### src/design/decodePkg.sv
/*
   Decode stage shared types and constants
   Word, register index and opcode types plus the opcodes and values the stage keys on
*/
package decodePkg;

   localparam int WORD_WIDTH   = 16;  // Datapath width of the whole processor
   localparam int REG_ADDR_W   = 3;   // Eight architectural registers
   localparam int OPCODE_WIDTH = 5;   // Major opcode sits in instruction bits 15 to 11

   // Data word, also used for PC values
   typedef logic [WORD_WIDTH-1:0]   wordT;

   // Index into the register file
   typedef logic [REG_ADDR_W-1:0]   regAddrT;

   typedef logic [OPCODE_WIDTH-1:0] opcodeT;  // Top five instruction bits

   // Jump-and-link forms, both of which write the return address into the link register
   localparam opcodeT OPC_JAL  = 5'b00110;  // Target from immediate
   localparam opcodeT OPC_JALR = 5'b00111;  // Target from register

   // Conditional branches all share these three top bits
   // Bits 12 to 11 then pick the condition
   localparam logic [2:0] BRANCH_CLASS = 3'b011;

   localparam regAddrT LINK_REG = 3'd7;  // R7 receives the return address

   // Instructions are counted so that the return address lies four past the current PC
   localparam wordT PC_STEP = 16'h0004;

endpackage

### src/design/regReadIf.sv
/*
   Register read bundle
   Two read addresses out of decode control and the two words returned by the register file
*/
interface regReadIf;
   import decodePkg::*;

   regAddrT readAddr1;  // Rs, or R7 during a JAL
   regAddrT readAddr2;  // Always Rt
   wordT    readData1;
   wordT    readData2;

   // Control side picks the registers to read
   modport requester (output readAddr1, output readAddr2, input readData1, input readData2);

   // Register file answers combinationally
   modport regFile (input readAddr1, input readAddr2, output readData1, output readData2);

   modport monitor (input readData1, input readData2);  // Observers of the operands only

endinterface

### src/design/decodeControl.sv
/*
   Decode control
   Splits the instruction, tracks jump-and-link down the pipe, steers read port 1
   and arbitrates the register write between link and writeback
*/
module decodeControl (
   input  logic              clk,
   input  logic              reset,
   input  decodePkg::wordT   instr,
   input  logic              en,            // Writeback stage wants to write
   input  decodePkg::regAddrT writeRegAddr, // Destination from writeback
   regReadIf.requester       readPort,
   output logic              jalNow,
   output logic              jalEx,
   output logic              linkSel,
   input  logic              link,          // External request for the link value
   output logic              writeEnable,
   output decodePkg::regAddrT writeAddr
);
   import decodePkg::*;

   opcodeT  opcode;
   regAddrT rsField;
   regAddrT rtField;
   logic    jalMem;  // JAL flag as it sits in memory
   logic    jalWb;   // JAL flag as it reaches writeback

   assign opcode  = instr[15:11];
   assign rsField = instr[10:8];
   assign rtField = instr[7:5];

   // Both jump-and-link forms write the return address right away in decode
   assign jalNow = (opcode == OPC_JAL) || (opcode == OPC_JALR);

   // Shadow of the JAL as it moves through ex, mem and wb
   always_ff @(posedge clk) begin
      if (reset) begin
         jalEx  <= 1'b0;
         jalMem <= 1'b0;
         jalWb  <= 1'b0;
      end else begin
         jalEx  <= jalNow;
         jalMem <= jalEx;
         jalWb  <= jalMem;
      end
   end

   // JAL with immediate reads R7 on port 1 so the old link value is visible
   assign readPort.readAddr1 = (opcode == OPC_JAL) ? LINK_REG : rsField;
   assign readPort.readAddr2 = rtField;  // Port 2 never redirects

   // Link address is selected while the JAL is in decode and for one cycle after
   assign linkSel = link || jalNow || jalEx;

   // The link write takes the port from whatever writeback presents
   assign writeAddr = jalNow ? LINK_REG : writeRegAddr;

   // The JAL already wrote R7 in decode, so its own writeback is dropped
   // A fresh JAL in decode still wins the port that cycle
   assign writeEnable = (en && !jalWb) || jalNow;

endmodule

### src/design/registerFile.sv
/*
   Register file
   Eight 16-bit registers, two combinational read ports, one write port on the clock
*/
module registerFile (
   input  logic               clk,
   input  logic               reset,
   regReadIf.regFile          readPort,
   input  logic               writeEnable,
   input  decodePkg::regAddrT writeAddr,
   input  decodePkg::wordT    writeData
);
   import decodePkg::*;

   localparam int NUM_REGS = 2 ** REG_ADDR_W;

   wordT regs [NUM_REGS];  // R0 is an ordinary register here

   // A write lands at the edge, so a same-cycle read still sees the old word
   always_ff @(posedge clk) begin
      if (reset) begin
         for (int i = 0; i < NUM_REGS; i++) begin
            regs[i] <= '0;  // Software expects a clean file after reset
         end
      end else if (writeEnable) begin
         regs[writeAddr] <= writeData;
      end
   end

   // No bypass from the write port
   assign readPort.readData1 = regs[readPort.readAddr1];
   assign readPort.readData2 = regs[readPort.readAddr2];

endmodule

### src/design/linkWriteback.sv
/*
   Register write data select
   Chooses between the writeback result, a loaded immediate and the return address
*/
module linkWriteback (
   input  decodePkg::wordT pcNow,     // PC of the instruction now in decode
   input  decodePkg::wordT imm,       // Already extended by earlier logic
   input  decodePkg::wordT writeback,
   input  logic            lbi,       // Load-byte-immediate takes imm instead
   input  logic            linkSel,
   output decodePkg::wordT writeData
);
   import decodePkg::*;

   wordT linkAddr;
   wordT normalData;

   // Carry out of the top bit is simply lost
   assign linkAddr = pcNow + PC_STEP;

   assign normalData = lbi ? imm : writeback;

   // Return address has the last word whenever a link is in progress
   assign writeData = linkSel ? linkAddr : normalData;

endmodule

### src/design/branchResolve.sv
/*
   Branch resolve
   Zero and sign tests on operand 1, then the taken decision driving the PC select
*/
module branchResolve (
   input  decodePkg::wordT instr,
   input  decodePkg::wordT operand,  // Rs value read on port 1
   input  logic            bFlag,    // Forces the instruction to count as a branch
   input  logic            jFlag,    // Taken regardless of condition
   input  logic            halt,
   output logic            pcSel
);
   import decodePkg::*;

   logic zeroFlag;
   logic signFlag;
   logic isBranch;
   logic condMet;

   assign zeroFlag = (operand == '0);
   assign signFlag = operand[WORD_WIDTH-1];  // Two's complement, so MSB set means negative

   assign isBranch = (instr[15:13] == BRANCH_CLASS) || bFlag;

   // Bits 12 to 11 choose one of the four compares against zero
   always_comb begin
      unique case (instr[12:11])
         2'b00:   condMet = zeroFlag;   // Equal zero
         2'b01:   condMet = !zeroFlag;  // Not zero
         2'b10:   condMet = signFlag;   // Less than zero
         default: condMet = !signFlag;  // Zero or above
      endcase
   end

   // Halt freezes the PC, so nothing is ever taken while it is up
   assign pcSel = isBranch && !halt && (condMet || jFlag);

endmodule

### src/design/decodeStage.sv
/*
   Decode stage top
   Ties instruction control, register file, write data select and branch resolve together
*/
module decodeStage (
   input  logic               clk,
   input  logic               reset,
   input  logic               en,
   input  logic               lbi,
   input  logic               link,
   input  logic               bFlag,
   input  logic               jFlag,
   input  logic               halt,
   input  decodePkg::wordT    instr,
   input  decodePkg::wordT    imm,
   input  decodePkg::wordT    writeback,
   input  decodePkg::wordT    pcNow,
   input  decodePkg::regAddrT writeRegAddr,
   output decodePkg::wordT    reg1Data,
   output decodePkg::wordT    reg2Data,
   output logic               pcSel
);
   import decodePkg::*;

   regReadIf rdIf ();  // Read addresses and operands between control and the file

   logic    linkSel;
   logic    writeEnable;
   regAddrT writeAddr;
   wordT    writeData;

   // The JAL flags are only consumed through linkSel, so they stay unconnected here
   decodeControl u_decodeControl (
      .clk          (clk),
      .reset        (reset),
      .instr        (instr),
      .en           (en),
      .writeRegAddr (writeRegAddr),
      .readPort     (rdIf.requester),
      .jalNow       (),
      .jalEx        (),
      .linkSel      (linkSel),
      .link         (link),
      .writeEnable  (writeEnable),
      .writeAddr    (writeAddr)
   );

   registerFile u_registerFile (
      .clk         (clk),
      .reset       (reset),
      .readPort    (rdIf.regFile),
      .writeEnable (writeEnable),
      .writeAddr   (writeAddr),
      .writeData   (writeData)
   );

   linkWriteback u_linkWriteback (
      .pcNow     (pcNow),
      .imm       (imm),
      .writeback (writeback),
      .lbi       (lbi),
      .linkSel   (linkSel),
      .writeData (writeData)
   );

   branchResolve u_branchResolve (
      .instr   (instr),
      .operand (rdIf.readData1),  // Branches always test Rs
      .bFlag   (bFlag),
      .jFlag   (jFlag),
      .halt    (halt),
      .pcSel   (pcSel)
   );

   // Operands go straight out to execute in the same cycle
   assign reg1Data = rdIf.readData1;
   assign reg2Data = rdIf.readData2;

endmodule

### config.mk
export PLATFORM = sky130hd
export DESIGN_NAME = decodeStage
export DESIGN_NICKNAME = d
export VERILOG_FILES = /design/src/design/decodePkg.sv /design/src/design/regReadIf.sv /design/src/design/decodeControl.sv /design/src/design/registerFile.sv /design/src/design/linkWriteback.sv /design/src/design/branchResolve.sv /design/src/design/decodeStage.sv
export SDC_FILE = /design/constraint.sdc
export NUM_CORES = 1
export LEC_CHECK = 0
export BUFFER_PORTS_ARGS = -buffer_cell sky130_fd_sc_hd__buf_2
export CAP_MARGIN = 10
export CORE_UTILIZATION = 58
export DETAILED_ROUTE_END_ITERATION = 12
export PLACE_DENSITY = 0.81
export REMOVE_ABC_BUFFERS = 1
export SYNTH_ARGS = -nofsm -noshare
export SYNTH_HDL_FRONTEND = slang
export SYNTH_SLANG_ARGS = --single-unit
### constraint.sdc
create_clock -name clk -period 2.9 [get_ports clk]
set_input_delay 0.29 -clock clk [delete_from_list [all_inputs] [get_ports clk]]
set_output_delay 0.29 -clock clk [all_outputs]
set_load 0.1 [all_outputs]
Word-level counts from Yosys, hierarchy flattened
Memories as Yosys holds them, arrays and structs flattened. Index checks and enable logic that the tools add are counted. W data, S select, Z words.

$add $sub $neg: 1. Equal/unequal tests: 5. Multiplexer cells: 13. Reductions and logical operators: 16.

Operators by type and width (number): $mux W16 (3); $add A16 B3 Y16 const B (1); $logic_not A16 Y1 (1); $reduce_or A16 Y1 (1); $eq A5 B3 Y1 const B (2); $mux W3 (3); $logic_or A1 B1 Y1 (6); $mux W1 (6); $logic_not A1 Y1 (4); $eq A3 B2 Y1 const B (1); $logic_and A1 B1 Y1 (3); $pmux W1 S3 (1); $eq A2 B1 Y1 const B (1); $eq A2 B2 Y1 const B (1); $logic_not A2 Y1 (1).

Register bits: 3. RAM bits: 128. Input port bits: 75. Output and inout bits: 33. Logic and storage cells: 39. Memories kept: 1.

Memories: u_registerFile.regs (words 8, width 16, read ports 2, clocked after Yosys merged registers in 0, write ports 8, line registerFile.sv:17) `wordT regs [NUM_REGS];`.

Longest topological paths before layout
Gate-level depths: netlist of the first run.

Word-level depth: 8. Depth in mapped cells: 10. Mapped depth without buffers: 7.

Modules after synthesis
Synthesis of the first run repeated with hierarchy kept, for this count alone.

Cells, all modules: 558. Area total of the unflattened synthesis: 7886.3 sq um.

By module, submodules not included: registerFile (instances 1, cells each 430, area an instance 6974.2 sq um, seq. area each 3843.7 sq um); linkWriteback (instances 1, cells each 91, area an instance 605.6 sq um, seq. area each 0.0 sq um); decodeControl (instances 1, cells each 21, area an instance 183.9 sq um, seq. area each 60.1 sq um); branchResolve (instances 1, cells each 16, area an instance 122.6 sq um, seq. area each 0.0 sq um).

Least setup slack after synthesis of the first run
OpenSTA, ideal clock, no wires.

Path kind: input port to output port. From: in instr[15]. To: out pcSel. Data arrival time: 5256 ps. Data required time: 2610 ps. Path slack: -2646 ps. Cell stages on the path: 9. Path buffers: 2. Path through: nor4bb_1 buf_2 buf_4 mux2i_1 o41ai_1 a211oi_1 nor3_1 and4_1 nor3_2.

Word-level cells in the longest chain between the ends: 8. Elaborated cells between the ends (all ways): 12. Those cells by class: eq/ne: 2; mux: 2; reduce/logical: 7; memory: 1.

RTL lines: start: declaration (line decodeStage.sv:14) `input decodePkg::wordT instr,`; $eq A5 B3 Y1 * (line decodeControl.sv:49) `assign readPort.readAddr1 = (opcode == OPC_JAL) ? LINK_REG : rsField;`; $mux W3 * (line decodeControl.sv:49); $mem_v2 Z8 W16 *; net reg1Data[7] (line decodeStage.sv:19) `output decodePkg::wordT reg1Data,`; $logic_not A16 Y1 * (line branchResolve.sv:20) `assign zeroFlag = (operand == '0);`; $logic_not A1 Y1 (line branchResolve.sv:29) `2'b01: condMet = !zeroFlag;`; $pmux W1 S3 * (line branchResolve.sv:27) `unique case (instr[12:11])`; $logic_or A1 B1 Y1 * (line branchResolve.sv:36) `assign pcSel = isBranch && !halt && (condMet || jFlag);`; $logic_and A1 B1 Y1 * (line branchResolve.sv:36); end: declaration (line decodeStage.sv:21) `output logic pcSel`.

Mark *: on every way through the listed nets, which the timed path passes. The rest lies on a longest branch.

Worst setup path in the final report of the first run
From: in instr[12]. To: out pcSel.

Word-level cells in the longest chain between the ends: 8. Elaborated cells between the ends (all ways): 12. Those cells by class: eq/ne: 3; mux: 2; reduce/logical: 6; memory: 1.

RTL lines (line): $eq A5 B3 Y1 (decodeControl.sv:49); $mux W3 (decodeControl.sv:49); $mem_v2 Z8 W16; $logic_not A16 Y1 (branchResolve.sv:20); $logic_not A1 Y1 (branchResolve.sv:29); $pmux W1 S3 * (branchResolve.sv:27); $logic_or A1 B1 Y1 * (branchResolve.sv:36); $logic_and A1 B1 Y1 * (branchResolve.sv:36).

Mark *: on every way between the ends. The rest lies on a longest branch, timed or not.

==> flow_summary.yaml, run 1 <==
floorplanning:
  pin_count: 108
  core_area_mm2: 0.0126
  design.die.area_mm2: 0.0135
  die_w_um: 116
  rows: 41
  start_util_pct: 59.7
  die_y_um: 116
yosys:
  synthFlopType: "edfxtp_1"
  synthDistinctLibCells: 61
  synthArstFlopShare_pct: 0
  ys_seq_elements: 131
  synth-edff-count: 128
  synth_area_mm2: 0.00753
  yosys_warnings: 0
  syn_avg_cell_area_um2: 11.7
  synth_seq_area_share_pct: 51.8
  syn-instance-count: 643
cts:
  cts-root-buf: "clkbuf_16"
  ctsLongestPathBuffers: 2
  cts_made_buffers: 17
  cts_tree: "yes"
  insertion_delay_ns: 0.41
  cts_htree_levels: 4
  cts.sinks: 131
  ctsHoldBuffers: 0
  clk_pin_slew_worst_paths_ns: 0.05
placed_design:
  dp.cells: 950
  gp_congestion: 0.916
  place_hpwl_mm: 15.6
  dpl_cell_area_mm2: 0.00882
  port_buffers: 102
  dp_slack_ns: -0.169
timing:
  post-route-period-util_pct: 117
  fin_worst_skew_ns: 0.00432
  setup_viol_count_final: 1
  finalHoldViolCount: 0
  max_freq_mhz: 294
  finalSetupTns_ns: -0.497
  rsz0062_at_grt: "true"
  slew_headroom_pct: 46.1
  fin_ws_ns: -0.497
  max_slew.worst_pin.slew_ns: 0.809
  final-max-slew-violation-count: 0
  post-route-min-period_ns: 3.40
global_route:
  first_global_vias: 6388
  grt-ovfl-total: 0
  grt_pass1_wl_mm: 34.5
  antenna_found_initial: 0
  grt_max_degree: 33
  grt_use_total_pct: 36.1
power:
  leakage_nw: 3.77
  p_total_w: 0.00560
  power.density_mw_per_mm2: 594
  ir_worst_vdd_mv: 0.325
cells_and_area:
  final_nets: 873
  finalInstanceArea_mm2: 0.00942
  area_growth_pct: 25.0
  final_cells: 982
  drive_above_1_share_pct: 32.8
  fillers: 787
  antenna_cells: 0
detailed_routing:
  drt_iter0_drc: 981
  highest_layer: "met4"
  dr_wl_met2_mm: 11.3
  vias_per_cell: 6.74
  wl_per_cell_um: 23.7
  drcViolationCount: 0
  routed_wirelength_mm: 23.3
  met3_length_mm: 3.15
  dr.pass1.iters: 6
  drt-met1-wl_mm: 7.73
  ant_nets: 0
  vias: 6623
worst_setup_path:
  crit_buf_inv: 3
  cpPeakStageDelay_ns: 0.67
  ff2ff_setup_slack_ns: 0.88
  crit_required_ns: 2.61
  cp_top_family: "compound AO/OA/AOI/OAI gates"
  critPathArrivalTime_ns: 3.11
  cp-end-kind: "output pin"
  path_max_fanout: 8
  slowest_stage: "a21oi_1"
  crit_type: "in -> out"
  crit_chain: "buf_2, nor4bb_2, buf_4, a21oi_1, o41ai_1, a211oi_1, nor3_1, and4_1, nor3_2, buf_12"
  worstSetupStartpointType: "primary input"
status:
  violations: "setup timing"
  run_status: "finished with violations"
hold_path:
  hold_path.class: "in -> reg"
run:
  cap_violations: 0
through the flow:
stage | utilization, % | hold slack, ns
detailed placement | 69.9 | 0.434
finish | 74.6 | 0.195
CTS | 74.5 | 0.190
global placement | 69.9 | 0.429
floorplan | - | 0.362
global route | 74.6 | 0.213
layout by cell type (no fill, tap or decap), types with 4 or more instances in the layout:
master     instances
buf_2             93
a211oi_1           7
edfxtp_1         128
a31oi_1            4
nor3b_1            4
and3_1             6
clkinv_1           5
buf_12            12
inv_1              5
o22ai_1            4
nand2_1           28
a21oi_1           19
xor2_1             6
mux2i_1           51
mux4_2            35
xnor2_1            6
nand3_1           14
nor2_1           161
buf_4             72
or3_1              5
o21ai_1            8
nor2b_1            8
nand2b_1          10
a22oi_1            9
nand3b_1           7
nor3_1             4
mux2_2            22
o41ai_1            4
clkbuf_16         17
cell usage after synthesis, types with 5 or more instances:
master,number,area (um2)
buf_2,10,50.1
nand2b_1,10,62.6
nand3_1,14,70.1
clkbuf_1,22,82.6
mux4_2,35,788
o21ai_1,8,40.0
buf_1,7,26.3
nand2_1,28,105
mux2i_1,51,510
xnor2_1,6,52.6
nor2b_1,8,50.1
a211oi_1,7,52.6
and3_1,6,37.5
nor2_1,161,604
a21oi_1,19,95.1
nand3b_1,7,52.6
or3_1,5,31.3
xor2_1,6,52.6
edfxtp_1,128,3840
inv_1,5,18.8
mux2_2,22,248
a22oi_1,9,67.6
report_power, final:
group | leakage, nW | switching, W | internal (W) | total [W]
clock | 0.274 | 0.000760 | 0.00133 | 0.00209
sequential | 1.34 | 0.0000568 | 0.00217 | 0.00223
combinational | 2.15 | 0.000860 | 0.000413 | 0.00127
worst reg2reg max path, stage by stage, from the launching register on:
cell and delay (ns):
dfxtp_1 0.31, or3_1 0.59, a21oi_1 0.69, nor2_1 0.14
per-layer routing:
metal	vias to the layer above	GRT usage [%]
li1	2743	-
met1	3107	43.5
met2	638	60.4
met3	135	9.15
met4	0	18.5
met5	-	0
state kept, by name, indices dropped and copies added (netlist names):
signal,flops
u_registerFile.regs,128
u_decodeControl.jalEx,1
u_decodeControl.jalMem,1
u_decodeControl.jalWb,1
worst paths after layout:
path,start,end,cells after the start
worst min-delay path,reset,u_decodeControl.jalWb,2
worst max-delay path,instr[12],pcSel,10
worst max register to register,u_decodeControl.jalEx,u_registerFile.regs[5][7],3
worst min register to register,u_decodeControl.jalMem,u_decodeControl.jalWb,1
kinds of logic after synthesis:
group           synth area share [%]
flops                           51.8
buf+inv                         2.71
mux                             20.5
xor+xnor                        1.39
fa+ha+maj                      0.166
simple gates                    15.5
compound gates                  7.85
final cells by class:
type	count	area (um2)	area share, %
tap	172	215	2.29
multi-input combinational	464	3450	36.7
sequential	131	3900	41.5
timing repair buffer	177	1250	13.2
clock buffer	20	437	4.64
clock inverter	12	139	1.47
inverter	6	22.5	0.239
repair_timing:
item / CTS / global route
pin swaps: 1 / 1
buffers inserted: 0 / 0
setup endpoints to repair: 1 / 1
gates resized for setup: 1 / 2
Note: power is estimated with default switching activity, not from simulation.
==> run 2, diff against run 1 <==
Settings changed: RECOVER_POWER set to 50.
==> run 2 against run 1 <==
The run still ends with setup timing left. Non-clock buffer count is the same. Critical path depth is the same. Via count shrank 0.38%. Wire length grew 0.15%. Sequential power is essentially flat. Register-to-register slack lost 0.36 ns. Clock-buffer cell count is the same. First-iteration DRC count grew 5.9%. Highest routed layer unchanged.
==> flow_summary.yaml, run 2 (synthesized netlist as in run 1, its figures left out) <==
worst_setup_path:
  critPathArrivalTime_ns: 3.06
  path_max_fanout: 8
  crit_required_ns: 2.61
  crit_type: "in -> out"
  worstSetupStartpointType: "primary input"
  cp-end-kind: "output pin"
power:
  clkPwrFrac_pct: 37.5
  leakage_nw: 3.70
  p_switching_w: 0.00168
  ir_worst_vdd_mv: 0.326
  power.density_mw_per_mm2: 597
  intPower_w: 0.00391
  netSwitchingFraction_pct: 30.0
  pwr-share-comb_pct: 22.5
  p_total_w: 0.00558
  pwr-share-seq_pct: 40.0
run:
  cap_violations: 0
floorplanning:
  rows: 41
  design.die.area_mm2: 0.0135
  pin_count: 108
  core_area_mm2: 0.0126
  die_y_um: 116
  die_w_um: 116
  start_util_pct: 59.7
detailed_routing:
  routed_wirelength_mm: 23.3
  drcViolationCount: 0
  wl_per_cell_um: 23.8
  ant_nets: 0
  drt_iter0_drc: 1039
  vias_per_cell: 6.72
  dr.pass1.iters: 7
  vias: 6598
cells_and_area:
  fillers: 815
  layout_commonest_cell: "nor2_1"
  final_nets: 873
  regMostFlops: "u_registerFile.regs"
  final_cells: 982
  multi_input_area_mm2: 0.00345
  area_growth_pct: 24.0
  drive_above_1_share_pct: 30.5
  largest_register_ffs: 128
  most-common-layout-cells: "nor2_1, edfxtp_1, buf_2, buf_4, mux2i_1"
  utilization_pct: 74.1
  regArea_mm2: 0.00390
  antenna_cells: 0
timing:
  rsz0062_at_grt: "true"
  post-route-min-period_ns: 3.35
  whs_ns: 0.190
  setup_viol_count_final: 1
  finalHoldViolCount: 0
  fin_ws_ns: -0.446
  fin_worst_skew_ns: 0.00488
  max_freq_mhz: 299
  finalSetupTns_ns: -0.446
  final-max-slew-violation-count: 0
  post-route-period-util_pct: 115
  slew_headroom_pct: 6.02
  max_slew.worst_pin.slew_ns: 1.41
status:
  run_status: "finished with violations"
  violations: "setup timing"
cts:
  cts_made_buffers: 17
  cts_htree_levels: 4
  cts-root-buf: "clkbuf_16"
  ctsHoldBuffers: 0
  clk_pin_slew_worst_paths_ns: 0.05
  cts.sinks: 131
  cts_tree: "yes"
  ctsLongestPathBuffers: 2
  insertion_delay_ns: 0.42
  post_cts_buffers: 0
placed_design:
  port_buffers: 102
  place_hpwl_mm: 15.6
  gp_congestion: 0.916
  dp.cells: 950
global_route:
  first_global_vias: 6388
  grt_use_total_pct: 36.1
  grt_max_degree: 33
  antenna_found_initial: 0
  grt-ovfl-total: 0
  grt_pass1_wl_mm: 34.5
hold_path:
  hold_path.class: "in -> reg"
## run 2: cell types whose count changed in the layout (fill, tap and decap cells not counted), sizes merged
cell,delta
clkbuf,+21
buf,-21
## run 2: cell type report
type                            count  area share [%]
Sequential cell                   131            41.8
Multi-Input combinational cell    464            37.0
Timing Repair Buffer              177            12.6
Clock buffer                       20            4.67
Tap cell                          172            2.30
Clock inverter                     12            1.49
Inverter                            6           0.241
## run 2: metal layers
metal  share of wire [%]  vias up  global-route usage [%]  routed length (um)
li1                    -     2738                       -                   -
met3                  13      139                    9.15                2970
met5                   0        -                       0                   0
met2                  48      648                    60.4               11300
met4                 5.1        0                    18.5                1190
met1                  34     3073                    43.5                7890
## run 2: repair_timing
item	CTS	global route
pin swaps	1	1
setup endpoints to repair	1	1
gates resized for setup	1	2
## run 2: worst paths after layout
| check | depth (start not counted) | slack [ns] | to | startpoint |
|---|---|---|---|---|
| max | 10 | -0.45 | pcSel | instr[12] |
| min | 2 | 0.19 | u_decodeControl.jalWb | reset |
| max reg2reg | 5 | 0.52 | u_registerFile.regs[7][13] | u_decodeControl.jalWb |
| min reg2reg | 1 | 0.44 | u_decodeControl.jalWb | u_decodeControl.jalMem |
## run 2: power by group through the flow
stage	logic (W)	clock network, W	registers, W
after floorplan	0.000789	0	0.00224
after global placement	0.00121	0	0.00225
after detailed placement	0.00124	0	0.00226
after CTS	0.00125	0.00208	0.00222
after global routing	0.00131	0.00216	0.00224
final	0.00126	0.00209	0.00223
## run 2: metrics by stage
step / setup slack [ns] / area, um2
global route: -0.511 / 9350
finish: -0.446 / 9350
CTS: -0.395 / 9400
global placement: -0.0886 / 8820
floorplan: -3.56 / 7350
detailed placement: -0.169 / 8820
## run 2: critical path: stages
cell and delay, ns:
buf_2 0.12, nor4bb_2 0.16, buf_4 0.19, a21oi_1 0.64, o41ai_1 0.18, a211oi_1 0.54
nor3_1 0.23, and4_1 0.26, nor3_2 0.23, buf_12 0.21
==> run 3, diff against run 2 <==
Settings changed: RECOVER_POWER 50 to 25.
==> run 3 against run 2 <==
The run still ends with setup timing left. Clock skew shrank 0.00099 ns. Flip-flop and latch count is the same. Clock-buffer cell count is the same. Utilization grew 0.13 points. Cell count is the same. Hold slack gained 0.00076 ns. Global-route usage is the same. Critical path depth shrank 2. Design area grew 0.17%. Sequential power is essentially flat. First-iteration DRC count shrank 11%. Register-to-register slack is essentially flat.
==> flow_summary.yaml, run 3 (synthesized netlist as in run 1, its figures left out) <==
timing:
  post-route-period-util_pct: 115
  whs_ns: 0.191
  fin_worst_skew_ns: 0.00389
  fin_ws_ns: -0.427
  rsz0062_at_grt: "true"
  max_slew.worst_pin.slew_ns: 1.39
  max_freq_mhz: 301
  slew_headroom_pct: 7.62
  post-route-min-period_ns: 3.33
  setup_viol_count_final: 1
  final-max-slew-violation-count: 0
  finalHoldViolCount: 0
cells_and_area:
  final_nets: 873
  regMostFlops: "u_registerFile.regs"
  antenna_cells: 0
  utilization_pct: 74.2
  finalInstanceArea_mm2: 0.00936
  layout_commonest_cell: "nor2_1"
  drive_above_1_share_pct: 30.9
  area_growth_pct: 24.2
  final_cells: 982
  most-common-layout-cells: "nor2_1, edfxtp_1, buf_2, buf_4, mux2i_1"
  largest_register_ffs: 128
global_route:
  grt-ovfl-total: 0
  grt_max_degree: 33
  first_global_vias: 6388
  grt_use_total_pct: 36.1
  grt_pass1_wl_mm: 34.5
  antenna_found_initial: 0
worst_setup_path:
  rr_endpoint: "u_registerFile.regs[7][13]"
  cpPeakStageDelay_ns: 0.49
  worstSetupStartpointType: "register"
  critPathArrivalTime_ns: 3.04
  path_max_fanout: 2
  slowest_stage: "mux4_2"
  reg2reg_depth: 5
  crit_chain: "mux4_2, o211a_1, a211o_1, nand4b_1, nor4_2, a2111oi_2, nor3_2, buf_12"
  crit_required_ns: 2.61
  r2r-start: "u_decodeControl.jalWb"
  cp-end-kind: "output pin"
  ff2ff_setup_slack_ns: 0.53
  crit_type: "reg -> out"
detailed_routing:
  vias_per_cell: 6.72
  dr.pass1.iters: 6
  drt_iter0_drc: 921
  wl_per_cell_um: 23.8
  ant_nets: 0
  drcViolationCount: 0
  routed_wirelength_mm: 23.4
  vias: 6599
floorplanning:
  core_area_mm2: 0.0126
  rows: 41
  die_y_um: 116
  die_w_um: 116
  start_util_pct: 59.7
  design.die.area_mm2: 0.0135
  pin_count: 108
hold_path:
  hold_start: "reset"
  hold_path.class: "in -> reg"
  worstHoldPathCells: 2
  holdPathEnd: "u_decodeControl.jalWb"
power:
  netSwitchingFraction_pct: 30.0
  ir_worst_vdd_mv: 0.328
  pwr-share-seq_pct: 39.9
  leakage_nw: 3.71
  power.density_mw_per_mm2: 597
  p_switching_w: 0.00168
  clkPwrFrac_pct: 37.5
  pwr-share-comb_pct: 22.6
  p_total_w: 0.00559
  intPower_w: 0.00391
cts:
  cts_made_buffers: 17
  clk_pin_slew_worst_paths_ns: 0.05
  cts.sinks: 131
  cts_htree_levels: 4
  cts_tree: "yes"
  ctsHoldBuffers: 0
  cts-root-buf: "clkbuf_16"
  ctsLongestPathBuffers: 2
  insertion_delay_ns: 0.42
placed_design:
  place_hpwl_mm: 15.6
  dp.cells: 950
  gp_congestion: 0.916
  port_buffers: 102
  dpl_cell_area_mm2: 0.00882
status:
  run_status: "finished with violations"
  violations: "setup timing"
run:
  cap_violations: 0
-- run 3: cell types whose count changed in the layout (fill, tap and decap cells not counted), sizes merged --
cell and delta:
buf +5, clkbuf -5
-- run 3: stage by stage --
stage / setup TNS [ns] / setup slack [ns]
CTS: -0.395 / -0.395
floorplan: -16.39 / -3.56
detailed placement: -0.169 / -0.169
finish: -0.427 / -0.427
global placement: -0.0886 / -0.0886
global route: -0.511 / -0.511
-- run 3: area by class of cell --
cell class                 count  area [um2]
timing repair buffer         177        1190
clock buffer                  20         437
multi-input combinational    464        3450
sequential                   131        3900
fill                         811        3260
tap                          172         215
inverter                       6        22.5
clock inverter                12         139
-- run 3: how the worst max path moves through the flow --
stage	start	endpoint	cells past startpoint
3_3_place_gp	instr[12]	pcSel	10
2_1_floorplan	instr[13]	pcSel	7
4_1_cts	u_registerFile.regs[5][10]	pcSel	8
5_1_grt	u_registerFile.regs[5][10]	pcSel	8
6_report	u_registerFile.regs[3][11]	pcSel	8
3_5_place_dp	instr[12]	pcSel	10
-- run 3: power by group through the flow --
| stage | Combinational (W) | Sequential [W] | Clock, W |
|---|---|---|---|
| 2_1_floorplan | 0.000789 | 0.00224 | 0 |
| 3_3_place_gp | 0.00121 | 0.00225 | 0 |
| 3_5_place_dp | 0.00124 | 0.00226 | 0 |
| 4_1_cts | 0.00125 | 0.00222 | 0.00208 |
| 5_1_grt | 0.00131 | 0.00223 | 0.00216 |
| 6_report | 0.00126 | 0.00223 | 0.00209 |
-- run 3: what timing repair did --
item,in CTS,in global routing
pin swaps,1,1
setup buffers,0,0
setup endpoints to repair,1,1
gates resized for setup,1,2
hold endpoints to repair,0,0
-- run 3: worst max-delay path: cells and delay by family, from the launching register on --
| kind | cells | cell delay [ns] |
|---|---|---|
| AOI/OAI and AO/OA | 3 | 0.54 |
| and+or+nand+nor | 3 | 0.96 |
| DFF | 1 | 0.41 |
| buffers and inverters | 1 | 0.21 |
| muxes | 1 | 0.49 |
-- run 3: routing by layer --
layer / part of all wire, % / vias up / GRT usage [%]
met2: 49 / 654 / 60.4
met4: 4.8 / 0 / 18.5
li1: - / 2742 / -
met1: 33 / 3082 / 43.5
met5: 0 / - / 0
met3: 13 / 121 / 9.15
